[src/sm_ctl_pkg.sv]
package sm_ctl_pkg;

    // one processor word
    typedef logic [15:0] word_t;

    // word addresses advance in bytes
    localparam word_t ADDR_STEP = 16'd2;

    // what the module table puts on sm_data
    typedef enum logic [2:0] {
        REQ_NONE     = 3'd0,
        REQ_PUBSTART = 3'd1,
        REQ_PUBEND   = 3'd2,
        REQ_SECSTART = 3'd3,
        REQ_SECEND   = 3'd4,
        REQ_ID       = 3'd5
    } sm_req_t;

    // sm_data_select_type encoding
    localparam logic SEL_BY_ADDR = 1'b0;
    localparam logic SEL_BY_ID   = 1'b1;

    // one-hot register file masks
    localparam word_t DEST_R15 = 16'h8000;
    localparam word_t DEST_PC  = 16'h0001;

    // written to every word of a cleared range
    localparam word_t CLEAR_WORD = 16'h0000;

    typedef enum logic [3:0] {
        IDLE            = 4'd0,
        CHECK_SM        = 4'd1,
        CODE_INIT_START = 4'd2,
        CODE_INIT_END   = 4'd3,
        CLEAR_CODE      = 4'd4,
        DATA_INIT_START = 4'd5,
        DATA_INIT_END   = 4'd6,
        CLEAR_DATA      = 4'd7,
        FAIL            = 4'd8,
        SUCCESS         = 4'd9,
        WAIT            = 4'd10
    } fsm_state_t;

endpackage
[src/mem_range_if.sv]
`timescale 1ns/1ps

interface mem_range_if;

    // range setup from the sequencer
    sm_ctl_pkg::word_t base;
    sm_ctl_pkg::word_t limit;
    logic              base_load;
    logic              limit_load;
    logic              step;

    // walker state
    sm_ctl_pkg::word_t addr;
    logic              done;

    modport ctl (
        output base,
        output limit,
        output base_load,
        output limit_load,
        output step,
        input  addr,
        input  done
    );

    modport walker (
        input  base,
        input  limit,
        input  base_load,
        input  limit_load,
        input  step,
        output addr,
        output done
    );

endinterface

[src/sm_ctl_top.sv]
`timescale 1ns/1ps

module sm_ctl_top (
    input  logic                clk,
    input  logic                reset,
    input  logic                start,
    input  logic                cmd_disable,
    input  logic                cmd_id,
    input  logic                cmd_id_prev,
    input  sm_ctl_pkg::word_t   pc,
    input  sm_ctl_pkg::word_t   r15,
    input  sm_ctl_pkg::word_t   sm_data,
    input  sm_ctl_pkg::word_t   sm_prev_id,
    input  logic                sm_data_select_valid,
    output logic                busy,
    output sm_ctl_pkg::sm_req_t sm_request,
    output sm_ctl_pkg::word_t   sm_data_select,
    output logic                sm_data_select_type,
    output logic                mb_en,
    output logic [1:0]          mb_wr,
    output sm_ctl_pkg::word_t   mab,
    output sm_ctl_pkg::word_t   data_out,
    output logic                reg_write,
    output sm_ctl_pkg::word_t   dest_reg,
    output sm_ctl_pkg::word_t   reg_data_out
);

    logic sm_valid;
    logic result_fail;
    logic result_success;

    mem_range_if range_bus ();

    sm_cmd_fsm u_cmd_fsm (
        .clk            (clk),
        .reset          (reset),
        .start          (start),
        .cmd_disable    (cmd_disable),
        .cmd_id         (cmd_id),
        .cmd_id_prev    (cmd_id_prev),
        .sm_data        (sm_data),
        .sm_valid       (sm_valid),
        .range          (range_bus.ctl),
        .busy           (busy),
        .sm_request     (sm_request),
        .mb_en          (mb_en),
        .mb_wr          (mb_wr),
        .data_out       (data_out),
        .result_fail    (result_fail),
        .result_success (result_success)
    );

    mem_range_walker u_walker (
        .clk   (clk),
        .range (range_bus.walker)
    );

    // the walker address drives the memory bus directly
    assign mab = range_bus.addr;

    sm_lookup u_lookup (
        .clk                  (clk),
        .reset                (reset),
        .cmd_disable          (cmd_disable),
        .cmd_id               (cmd_id),
        .pc                   (pc),
        .r15                  (r15),
        .sm_data_select_valid (sm_data_select_valid),
        .sm_data_select       (sm_data_select),
        .sm_data_select_type  (sm_data_select_type),
        .sm_valid             (sm_valid)
    );

    result_writer u_result (
        .clk            (clk),
        .reset          (reset),
        .result_fail    (result_fail),
        .result_success (result_success),
        .cmd_disable    (cmd_disable),
        .cmd_id_prev    (cmd_id_prev),
        .r15            (r15),
        .sm_data        (sm_data),
        .sm_prev_id     (sm_prev_id),
        .reg_write      (reg_write),
        .dest_reg       (dest_reg),
        .reg_data_out   (reg_data_out)
    );

endmodule

[src/sm_cmd_fsm.sv]
`timescale 1ns/1ps

module sm_cmd_fsm (
    input  logic                clk,
    input  logic                reset,
    input  logic                start,
    input  logic                cmd_disable,
    input  logic                cmd_id,
    input  logic                cmd_id_prev,
    input  sm_ctl_pkg::word_t   sm_data,
    input  logic                sm_valid,
    mem_range_if.ctl            range,
    output logic                busy,
    output sm_ctl_pkg::sm_req_t sm_request,
    output logic                mb_en,
    output logic [1:0]          mb_wr,
    output sm_ctl_pkg::word_t   data_out,
    output logic                result_fail,
    output logic                result_success
);

    sm_ctl_pkg::fsm_state_t state;
    sm_ctl_pkg::fsm_state_t next_state;

    always_comb
    begin
        case (state)
            sm_ctl_pkg::IDLE:
                next_state = start ? sm_ctl_pkg::CHECK_SM : sm_ctl_pkg::IDLE;
            sm_ctl_pkg::CHECK_SM:
                next_state = !sm_valid                ? sm_ctl_pkg::FAIL            :
                             cmd_disable              ? sm_ctl_pkg::CODE_INIT_START :
                             (cmd_id || cmd_id_prev)  ? sm_ctl_pkg::SUCCESS         :
                                                        sm_ctl_pkg::FAIL;
            sm_ctl_pkg::CODE_INIT_START:
                next_state = sm_ctl_pkg::CODE_INIT_END;
            sm_ctl_pkg::CODE_INIT_END:
                next_state = sm_ctl_pkg::CLEAR_CODE;
            sm_ctl_pkg::CLEAR_CODE:
                next_state = range.done ? sm_ctl_pkg::DATA_INIT_START : sm_ctl_pkg::CLEAR_CODE;
            sm_ctl_pkg::DATA_INIT_START:
                next_state = sm_ctl_pkg::DATA_INIT_END;
            sm_ctl_pkg::DATA_INIT_END:
                next_state = sm_ctl_pkg::CLEAR_DATA;
            sm_ctl_pkg::CLEAR_DATA:
                next_state = range.done ? sm_ctl_pkg::SUCCESS : sm_ctl_pkg::CLEAR_DATA;
            sm_ctl_pkg::SUCCESS:
                next_state = cmd_disable ? sm_ctl_pkg::WAIT : sm_ctl_pkg::IDLE;
            default:
                next_state = sm_ctl_pkg::IDLE;
        endcase
    end

    always_ff @(posedge clk)
    begin
        if (reset)
        begin
            state <= sm_ctl_pkg::IDLE;
        end
        else
        begin
            state <= next_state;
        end
    end

    // range bounds come straight from the module table
    assign range.base  = sm_data;
    assign range.limit = sm_data;

    always_comb
    begin
        busy             = 1'b1;
        sm_request       = sm_ctl_pkg::REQ_NONE;
        mb_en            = 1'b0;
        mb_wr            = 2'b00;
        data_out         = '0;
        result_fail      = 1'b0;
        result_success   = 1'b0;
        range.base_load  = 1'b0;
        range.limit_load = 1'b0;
        range.step       = 1'b0;

        case (state)
            sm_ctl_pkg::IDLE:
            begin
                busy = 1'b0;
            end
            sm_ctl_pkg::CODE_INIT_START:
            begin
                sm_request      = sm_ctl_pkg::REQ_PUBSTART;
                range.base_load = 1'b1;
            end
            sm_ctl_pkg::CODE_INIT_END:
            begin
                sm_request       = sm_ctl_pkg::REQ_PUBEND;
                range.limit_load = 1'b1;
            end
            sm_ctl_pkg::DATA_INIT_START:
            begin
                sm_request      = sm_ctl_pkg::REQ_SECSTART;
                range.base_load = 1'b1;
            end
            sm_ctl_pkg::DATA_INIT_END:
            begin
                sm_request       = sm_ctl_pkg::REQ_SECEND;
                range.limit_load = 1'b1;
            end
            sm_ctl_pkg::CLEAR_CODE, sm_ctl_pkg::CLEAR_DATA:
            begin
                // one full word per cycle until the limit is reached
                if (!range.done)
                begin
                    mb_en      = 1'b1;
                    mb_wr      = 2'b11;
                    data_out   = sm_ctl_pkg::CLEAR_WORD;
                    range.step = 1'b1;
                end
            end
            sm_ctl_pkg::FAIL:
            begin
                result_fail = 1'b1;
            end
            sm_ctl_pkg::SUCCESS:
            begin
                sm_request     = sm_ctl_pkg::REQ_ID;
                result_success = 1'b1;
            end
            default:
            begin
            end
        endcase
    end

    // CHECK_SM decodes exactly one command
    one_cmd_at_start: assert property (
        @(posedge clk) disable iff (reset)
            (state == sm_ctl_pkg::IDLE && start) |->
                $onehot({cmd_disable, cmd_id, cmd_id_prev})
    );

endmodule

[src/result_writer.sv]
`timescale 1ns/1ps

module result_writer (
    input  logic              clk,
    input  logic              reset,
    input  logic              result_fail,
    input  logic              result_success,
    input  logic              cmd_disable,
    input  logic              cmd_id_prev,
    input  sm_ctl_pkg::word_t r15,
    input  sm_ctl_pkg::word_t sm_data,
    input  sm_ctl_pkg::word_t sm_prev_id,
    output logic              reg_write,
    output sm_ctl_pkg::word_t dest_reg,
    output sm_ctl_pkg::word_t reg_data_out
);

    sm_ctl_pkg::word_t dest_val;
    sm_ctl_pkg::word_t result_val;

    // disable hands control back through pc, keeping r15
    assign dest_val = (result_success && cmd_disable) ? sm_ctl_pkg::DEST_PC
                                                      : sm_ctl_pkg::DEST_R15;

    // sm_data carries the module id while the FSM is in SUCCESS
    assign result_val = result_fail ? '0         :
                        cmd_disable ? r15        :
                        cmd_id_prev ? sm_prev_id : sm_data;

    always_ff @(posedge clk)
    begin
        if (reset || !(result_fail || result_success))
        begin
            reg_write    <= 1'b0;
            dest_reg     <= '0;
            reg_data_out <= '0;
        end
        else
        begin
            reg_write    <= 1'b1;
            dest_reg     <= dest_val;
            reg_data_out <= result_val;
        end
    end

    // every command ends in exactly one register write
    single_write_pulse: assert property (
        @(posedge clk) disable iff (reset) reg_write |=> !reg_write
    );

endmodule

[src/sm_lookup.sv]
`timescale 1ns/1ps

module sm_lookup (
    input  logic              clk,
    input  logic              reset,
    input  logic              cmd_disable,
    input  logic              cmd_id,
    input  sm_ctl_pkg::word_t pc,
    input  sm_ctl_pkg::word_t r15,
    input  logic              sm_data_select_valid,
    output sm_ctl_pkg::word_t sm_data_select,
    output logic              sm_data_select_type,
    output logic              sm_valid
);

    logic lookup_needed;

    // id asks about the module at r15, disable about the caller at pc
    assign sm_data_select      = cmd_id ? r15 : pc;
    assign sm_data_select_type = sm_ctl_pkg::SEL_BY_ADDR;

    assign lookup_needed = cmd_id | cmd_disable;

    // id_prev needs no table hit
    always_ff @(posedge clk)
    begin
        if (reset)
        begin
            sm_valid <= 1'b0;
        end
        else
        begin
            sm_valid <= !lookup_needed | sm_data_select_valid;
        end
    end

endmodule

[src/mem_range_walker.sv]
`timescale 1ns/1ps

module mem_range_walker (
    input logic         clk,
    mem_range_if.walker range
);

    sm_ctl_pkg::word_t addr_q;
    sm_ctl_pkg::word_t limit_q;

    // word address counter
    always_ff @(posedge clk)
    begin
        if (range.base_load)
        begin
            addr_q <= range.base;
        end
        else if (range.step)
        begin
            addr_q <= addr_q + sm_ctl_pkg::ADDR_STEP;
        end
    end

    always_ff @(posedge clk)
    begin
        if (range.limit_load)
        begin
            limit_q <= range.limit;
        end
    end

    assign range.addr = addr_q;

    // unsigned, so an inverted range is done at once
    assign range.done = (addr_q >= limit_q);

    // a step during a load would lose either the new base or the limit
    load_step_exclusive: assert property (
        @(posedge clk) not (range.step && (range.base_load || range.limit_load))
    );

endmodule

[config.mk]
export PLATFORM = sky130hd
export DESIGN_NAME = sm_ctl_top
export DESIGN_NICKNAME = d
export VERILOG_FILES = /design/src/sm_ctl_pkg.sv /design/src/mem_range_if.sv /design/src/sm_ctl_top.sv /design/src/sm_cmd_fsm.sv /design/src/result_writer.sv /design/src/sm_lookup.sv /design/src/mem_range_walker.sv
export SDC_FILE = /design/constraint.sdc
export NUM_CORES = 1
export LEC_CHECK = 0
export BUFFER_PORTS_ARGS = -buffer_cell sky130_fd_sc_hd__buf_2
export CAP_MARGIN = 15
export CORE_ASPECT_RATIO = 0.9
export CORE_MARGIN = 8
export CORE_UTILIZATION = 40
export CTS_CLUSTER_DIAMETER = 80
export DETAILED_ROUTE_END_ITERATION = 16
export PLACE_DENSITY_LB_ADDON = 0.1
export REMOVE_ABC_BUFFERS = 1
export SYNTH_ARGS = -nofsm -noshare
export SYNTH_HDL_FRONTEND = slang
export SYNTH_SLANG_ARGS = --single-unit
[constraint.sdc]
create_clock -name clk -period 2.62 [get_ports clk]
set_clock_uncertainty 0.2 [all_clocks]
set_input_delay 0.131 -clock clk [delete_from_list [all_inputs] [get_ports clk]]
set_output_delay 0.131 -clock clk [all_outputs]
set_load 0.02 [all_outputs]
==> run metrics, run 1 <==
area leader, netlist edfxtp_1; Synth Cell Area 3440 sq um; Yosys cell types 50; Routed WL around 10 mm; main flop type after synthesis edfxtp_1; average cell area after synthesis slightly below 10 sq um; met3 global-route usage 0.0447; I/O Buffers approximately 130; Worst Path Buf+Inv 1; initial DRC count approximately 100; first drt pass iteration count 4; Worst slew margin 0.578; largest net degree at the start of global routing 30; critical path type reg2out; Yosys warning total 0; CTS Sinks 56; Worst EP arrival about 2200 ps; Slew Limit Fails 0; fin crit period about 2500 ps; Placement Cell Area a little over 4000 sq um; outcome complete, no violations; DR WL/cell 15.3 um; number of flops mapped to enable cells by yosys 32; initial antenna violation count 0; peak supply drop around 0.20 mV; Critical Path End Type output port; Reg clk slew, reported paths roughly 100 ps; Worst-Margin Slew 632 ps; final core utilization 0.570; aggregate global-route resource usage 0.168; Filler Cells Inserted 790; met1 usage 0.207; commonest non-fill, non-tap cell in the layout buf_2; CP max stage cell or4b_4; Min-Delay Path Class in2reg; Max Clk Rate around 400 MHz; DRC 0; design area slightly below 5000 sq um; via count slightly above 3000; sequential area share after synthesis 0.418; TritonCTS clock tree yes; Multi-input gate area 1830 sq um; area of the die around 12000 sq um; # H-tree levels 2; Top Ports between 150 and 200; CP max FO 6; period utilization 0.949; die span in x 114 um; PD cells 378 nW/um^2; CP cell instances ha_4 -> nand4_1 -> nor2_2 -> or4b_4 -> nand4_4 -> nor2_4 -> buf_4; Post-synth ARST share 0; GP Congestion 0.795; CTS Buf Count 5; number of global-route vias before repair around 3200; top-area cell type share of the netlist area 0.279; leading post-synthesis cells by cell area edfxtp_1 28%, dfxtp_1 14%, buf_4 7.4%; final hold violation count 0; Seq cells post-synth 56; M2 GR Usage 0.284; Syn Inst Count between 300 and 400; Worst setup SP type flip-flop; Clock Tree Buf Depth 2; clk_lat worst skew about 300 ps; initial core utilization 0.406; Die Ht 104 um; critical path's top delay family simple AND/OR/NAND/NOR gates; Fin Setup TNS 0 ps; Root Buffer clkbuf_8; max cap viols 0; area grow syn2layout 40.6%; busiest grt layer met2; highest-count cells in the layout ignoring fill and taps 125 x buf_2, 48 x nor2_1, 47 x dlygate4sd3_1; final net count ~630; first-pass GRT wire length ~16 mm; P_leak ~0.0022 uW; CP Data Required Time roughly 2300 ps; final setup fails 0; share of cells above drive strength 1 0.355; Post-DRT Antenna Nets 0; via-per-instance ratio approximately 4.7; dpl hpwl about 7.4 mm; Core Region around 8500 sq um; Cell Rows 32; Sequential Area between 1000 and 1500 sq um; Antenna Cells 0; GR Overflow Total 0; CP peak stage delay roughly 490 ps
-- where the power goes --
group / total, uW / switching, uW / internal (uW)
sequential: 958 / 16.4 / 941
combinational: 411 / 218 / 192
clock: 462 / 274 / 187
-- path summary, 6_finish.rpt --
kind,from,to,slack [ps],cells past startpoint
max,u_walker.range.addr[10]$_DFFE_PP_,mb_wr[1],130,7
min,sm_prev_id[15],u_result.reg_data_out[15]$_SDFF_PP0_,4,5
max reg2reg,u_walker.range.addr[13]$_DFFE_PP_,u_walker.range.addr[5]$_DFFE_PP_,140,7
min reg2reg,u_cmd_fsm.state[2]$_SDFF_PP0_,u_result.reg_write$_DFF_P_,450,2
-- synthesized netlist by cell type, types with 2 or more instances --
| library cell | n |
|---|---|
| nand3_1 | 5 |
| mux2i_1 | 17 |
| dfxtp_1 | 24 |
| xor2_1 | 10 |
| edfxtp_1 | 32 |
| ha_1 | 17 |
| o21ai_1 | 13 |
| nor2_1 | 50 |
| o21ai_0 | 4 |
| a21oi_1 | 26 |
| o22ai_1 | 2 |
| buf_2 | 4 |
| clkbuf_8 | 2 |
| xnor2_1 | 6 |
| inv_1 | 18 |
| a31o_1 | 2 |
| clkbuf_1 | 4 |
| nor3_1 | 2 |
| buf_6 | 2 |
| nand4_1 | 5 |
| nand2_1 | 27 |
| o21a_1 | 2 |
| nand2b_1 | 3 |
| nand4_2 | 2 |
| mux2_2 | 17 |
| buf_4 | 34 |
| buf_1 | 3 |
-- repair_timing --
action | 4_1_cts | 5_1_grt
resized for setup | 10 | 11
setup buffers | 4 | 4
gates cloned | 0 | 0
hold buffers | 47 | 0
hold endpoints to repair | 50 | 0
pin swaps | 3 | 3
setup endpoints to repair | 18 | 12
-- per-layer routing --
| layer | vias up | share of wire |
|---|---|---|
| met4 | 0 | 0.0070 |
| met3 | 7 | 0.077 |
| met1 | 1433 | 0.43 |
| met2 | 126 | 0.48 |
| li1 | 1529 | - |
| met5 | - | 0 |
-- layout make-up --
cell class,count,area share
inverter,18,0.0140
multi-input combinational,263,0.378
sequential,56,0.298
timing repair buffer,196,0.264
tap,119,0.0307
clock inverter,1,0.000775
clock buffer,7,0.0158
-- cell families (layout without fill, tap and decap cells) --
| logic type | after synthesis | after routing | synth area share |
|---|---|---|---|
| AND/OR/NAND/NOR | 109 | 109 | 0.158 |
| buffers and inverters | 67 | 222 | 0.122 |
| flip-flops | 56 | 56 | 0.418 |
| AO/OA/AOI/OAI | 55 | 55 | 0.0897 |
| multiplexers | 35 | 35 | 0.108 |
| adder cells (fa/ha/maj) | 17 | 17 | 0.0617 |
| XOR/XNOR | 16 | 16 | 0.0407 |
| other | 1 | 31 | 0.00109 |
-- worst reg2reg max path, stage by stage (launching register included) --
cell	delay, ps
edfxtp_1	450
ha_4	280
a21oi_1	130
and2b_2	220
o21ai_1	240
nand4_4	200
o22ai_1	240
buf_4	240
-- metrics by stage --
| stage | instances | power (uW) | hold slack [ps] | setup WS (ps) |
|---|---|---|---|---|
| 6_report | 660 | 1830 | 3.70 | 133 |
| 5_1_grt | 660 | 1920 | 19.5 | -19.9 |
| 4_1_cts | 657 | 1840 | 1.80 | 6.34 |
| 3_5_place_dp | 598 | 1310 | 142 | -95.0 |
| 3_3_place_gp | 598 | 1310 | 139 | 71.7 |
| 2_1_floorplan | 337 | 1170 | 3.38 | -340 |
Power figures use the tool's default switching activity.
==> inputs of run 2 (changes only) <==
==> constraint.sdc (replaced) <==
create_clock -name clk -period 2.8 [get_ports clk]
set_clock_uncertainty 0.2 [all_clocks]
set_input_delay 0.14 -clock clk [delete_from_list [all_inputs] [get_ports clk]]
set_output_delay 0.14 -clock clk [all_outputs]
set_load 0.02 [all_outputs]
==> run 2 against run 1 <==
Net effect: design area shrank 4.3%; via count shrank 1.3%; combinational power shrank 10%; power shrank 3.7%; highest routed layer unchanged; final cell count shrank 2.3%; global-route usage grew 0.31 points.
==> run metrics, run 2 (same netlist as run 1, synthesis figures left out) <==
Worst slew margin 0.589; fin crit period about 2700 ps; first-pass GRT wire length ~16 mm; initial antenna violation count 0; highest-count cells in the layout ignoring fill and taps 128 x buf_2, 49 x nor2_1, 44 x dlygate4sd3_1; cell internal pwr between 1000 and 1500 uW; DR WL/cell approximately 16 um; dpl hpwl 7.53 mm; area of the die 11800 sq um; Filler Cells Inserted between 700 and 800; Die Ht approximately 100 um; GR Overflow Total 0; Antenna Cells 0; Slew Limit Fails 0; Min-Delay Path Class in2reg; Sw Pwr 487 uW; Top Ports 160; via-per-instance ratio around 4.7; largest net degree at the start of global routing 26; final hold violation count 0; Max Clk Rate roughly 370 MHz; Reg clk slew, reported paths roughly 100 ps; CP max FO 6; CTS Sinks 56; Flop pwr share 0.509; period utilization 0.958; TritonCTS clock tree yes; GP Congestion between 0.7 and 0.8; final setup fails 0; Post-DRT Antenna Nets 0; sw frac 0.276; aggregate global-route resource usage 0.171; Power Total approximately 1800 uW; Gate power share 0.210; Root Buffer clkbuf_8; area grow syn2layout 34.5%; via count 3056; postcts setup bufs 0; Routed WL roughly 10 mm; DRC 0; Critical Path End Type output port; Core Region ~8500 sq um; first drt pass iteration count 4; initial core utilization 0.406; P_leak approximately 0.0021 uW; Worst EP arrival about 2300 ps; outcome complete, no violations; CTS Buf Count 5; Worst-Margin Slew approximately 600 ps; # H-tree levels 2; clk_lat worst skew between 300 and 400 ps; I/O Buffers about 130; max cap viols 0; Clk network pwr share 0.281; peak supply drop between 0.2 and 0.25 mV; PD cells 381 nW/um^2; final net count just over 600; initial DRC count 113; share of cells above drive strength 1 0.331; Cell Rows 32; Clock Tree Buf Depth 2; Fin Setup TNS 0 ps; commonest non-fill, non-tap cell in the layout buf_2; die span in x roughly 110 um; number of global-route vias before repair roughly 3200; Worst setup SP type flip-flop; critical path type reg2out; CP Data Required Time around 2500 ps
## run 2: changes by cell type in the layout (fill, tap and decap cells not counted), sizes merged
cell,previous run,this run
clkinv,1,0
buf,149,137
dlygate4sd3,47,44
clkbuf,7,8
## run 2: area by class of cell
type | instances | area [sq um] | area share
clock buffers | 8 | 100 | 0.0216
inverters | 18 | 67.6 | 0.0146
multi-input cells | 263 | 1730 | 0.373
flip-flops and latches | 56 | 1440 | 0.311
well taps | 119 | 149 | 0.0321
repair buffers | 181 | 1150 | 0.248
## run 2: per-layer routing
metal,part of all wire,global-route usage
met1,0.41,0.201
met2,0.49,0.297
met3,0.081,0.0499
met4,0.010,0.0418
met5,0,0
## run 2: final timing paths
path	start	to	slack [ps]	depth (start not counted)
setup / recovery	u_walker.range.addr[13]$_DFFE_PP_	mb_wr[0]	120	7
hold / removal	sm_prev_id[15]	u_result.reg_data_out[15]$_SDFF_PP0_	0.4	5
setup reg to reg	u_walker.range.addr[13]$_DFFE_PP_	u_walker.range.addr[5]$_DFFE_PP_	210	7
hold reg to reg	u_cmd_fsm.state[2]$_SDFF_PP0_	u_result.reg_write$_DFF_P_	450	2
## run 2: critical path: stages, from the launching register on
cell and delay, ps:
edfxtp_1 450, ha_1 340, nand4_2 140, nor2_1 190
or4b_1 520, nand4_4 170, nor2_4 50, buf_2 160
## run 2: through the flow
step                cell area [sq um]  worst slack (ps)  utilization  cells  hold WS [ps]
floorplan                        3210              -160            -    337          12.4
CTS                              4610              48.1        0.543    645          2.16
detailed placement               4060               153        0.479    593           153
global placement                 4060               241        0.479    593           149
finish                           4630               117        0.546    645         0.391
global route                     4630             -13.4        0.546    645          7.21
## run 2: power groups by stage
stage	combinational (uW)	clock [uW]	sequential, uW
5_1_grt	404	538	900
3_3_place_gp	306	0	916
2_1_floorplan	169	0	923
3_5_place_dp	309	0	917
6_report	370	495	898
4_1_cts	364	509	898
## run 2: what timing repair did
action | 4_1_cts | 5_1_grt
hold endpoints to repair | 50 | 0
pin swaps | 0 | 1
setup endpoints to repair | 1 | 18
resized for setup | 1 | 6
hold buffers | 44 | 0
==> inputs of run 3 (changes only) <==
--- a/config.mk
+++ b/config.mk
@@ -9,7 +9,7 @@
 export CAP_MARGIN = 15
 export CORE_ASPECT_RATIO = 0.9
 export CORE_MARGIN = 8
-export CORE_UTILIZATION = 40
+export CORE_UTILIZATION = 47
 export CTS_CLUSTER_DIAMETER = 80
 export DETAILED_ROUTE_END_ITERATION = 16
 export PLACE_DENSITY_LB_ADDON = 0.1
==> run 3 against run 2 <==
Net effect: first-iteration DRC count is 8.0% lower; critical endpoint unchanged; sequential share of layout area is 0.36 points higher; critical path depth stayed put; highest routed layer unchanged; global-route usage is 1.1 points higher.
==> run metrics, run 3 (same netlist as run 1, synthesis figures left out) <==
initial DRC count 104; Flop pwr share 0.520; share of cells above drive strength 1 0.321; TritonCTS clock tree yes; number of global-route vias before repair between 3000 and 4000; commonest non-fill, non-tap cell in the layout buf_2; outcome complete, no violations; I/O Buffers between 100 and 150; DRC 0; setup ws final approximately 160 ps; Worst slew margin 0.585; DR WL/cell between 15 and 20 um; final net count slightly above 600; peak supply drop 0.192 mV; initial antenna violation count 0; Die Ht 97.2 um; Worst setup SP type flip-flop; via count around 3000; Routed WL 9.63 mm; P_leak ~0.0021 uW; highest-count cells in the layout ignoring fill and taps 128 x buf_2, 49 x nor2_1, 47 x dlygate4sd3_1; Max Clk Rate ~380 MHz; GR Overflow Total 0; pre-CTS setup slack 196 ps; Clock Tree Buf Depth 2; Finished Layout Cells 620; Root Buffer clkbuf_8; clk_lat worst skew around 310 ps; CP cell instances ha_1 -> a21oi_1 -> and2b_2 -> o21ai_0 -> nand4_2 -> nor2_2 -> buf_2; Reg clk slew, reported paths around 100 ps; critical path type reg2out; final hold violation count 0; area grow syn2layout 32.9%; largest net degree at the start of global routing 22; period utilization 0.942; first-pass GRT wire length around 16 mm; CP max stage cell edfxtp_1; PD cells 377 nW/um^2; Top Ports 160; area of the die about 10000 sq um; Clk network pwr share 0.266; CTS Sinks 56; CP Data Required Time between 2000 and 2500 ps; sw frac 0.273; initial core utilization 0.487; via-per-instance ratio 4.90; Cell Rows 29; aggregate global-route resource usage 0.182; Slew Limit Fails 0; final setup fails 0; Worst-Margin Slew between 600 and 700 ps; Post-DRT Antenna Nets 0; cell internal pwr between 1000 and 1500 uW; dpl hpwl ~7.2 mm; GP Congestion a little over 0.9; # H-tree levels 2; fin crit period 2640 ps; CP peak stage delay around 450 ps; RSZ-0062 raised after global routing no; Gate power share 0.214; met2 WL post-DR 4.66 mm; first drt pass iteration count 4; DR top layer met4; Worst EP arrival 2300 ps; Antenna Cells 0; die span in x roughly 110 um; Min-Delay Path Class in2reg; met3 WL 804 um; Core Region around 7000 sq um; max cap viols 0; Placed Cells 564; Critical Path End Type output port; Sw Pwr between 400 and 500 uW; Post-Route M1 WL approximately 4.1 mm; CP max FO 4; CTS Buf Count 5
run 3: power by group through the flow:
stage	clock network [uW]	registers, uW	logic, uW
after floorplan	0	923	169
after global placement	0	916	302
after detailed placement	0	917	305
after CTS	474	898	365
after global routing	506	901	402
final	459	898	370
run 3: worst max-delay path: cells and delay by family (launching register included):
family	cells	cell delay, ps
compound gates	2	410
fa+ha+maj	1	360
buf+inv	1	190
flops	1	450
simple gates	3	580
run 3: layout make-up:
type	instances	area, sq um
Tap cell	93	116
Sequential cell	56	1440
Multi-Input combinational cell	263	1700
Clock buffer	8	90.1
Inverter	18	67.6
Timing Repair Buffer	182	1160
Fill cell	636	2500
run 3: metal layers:
metal | up-vias | GRT usage
met2 | 123 | 0.309
li1 | 1507 | -
met5 | - | 0
met1 | 1407 | 0.224
met3 | 4 | 0.0537
met4 | 0 | 0.0346
run 3: final timing paths:
path,startpoint,to,slack [ps],cells past startpoint
worst max-delay path,u_walker.range.addr[13]$_DFFE_PP_,mb_wr[0],160,7
worst min-delay path,sm_prev_id[10],u_result.reg_data_out[10]$_SDFF_PP0_,2,5
worst max register to register,u_walker.range.addr[13]$_DFFE_PP_,u_walker.range.addr[14]$_DFFE_PP_,250,7
worst min register to register,u_cmd_fsm.state[2]$_SDFF_PP0_,u_result.reg_write$_DFF_P_,460,2
run 3: repair_timing:
item | 4_1_cts | 5_1_grt
buffers inserted | 0 | 1
gates resized for setup | 0 | 2
endpoints found under the hold margin | 49 | 0
endpoints found under the setup margin | 0 | 15
hold buffers | 47 | 0
run 3: metrics by stage:
stage / area, sq um / util / power, uW / hold WS, ps / setup TNS (ps)
after global placement: 4010 / 0.566 / 1220 / 153 / 0
after global routing: 4580 / 0.647 / 1810 / 28.2 / 0
after floorplan: 3210 / - / 1090 / 12.4 / -2410
after detailed placement: 4010 / 0.566 / 1220 / 154 / 0
after CTS: 4570 / 0.646 / 1740 / 1.84 / 0
final: 4580 / 0.647 / 1730 / 2.29 / 0
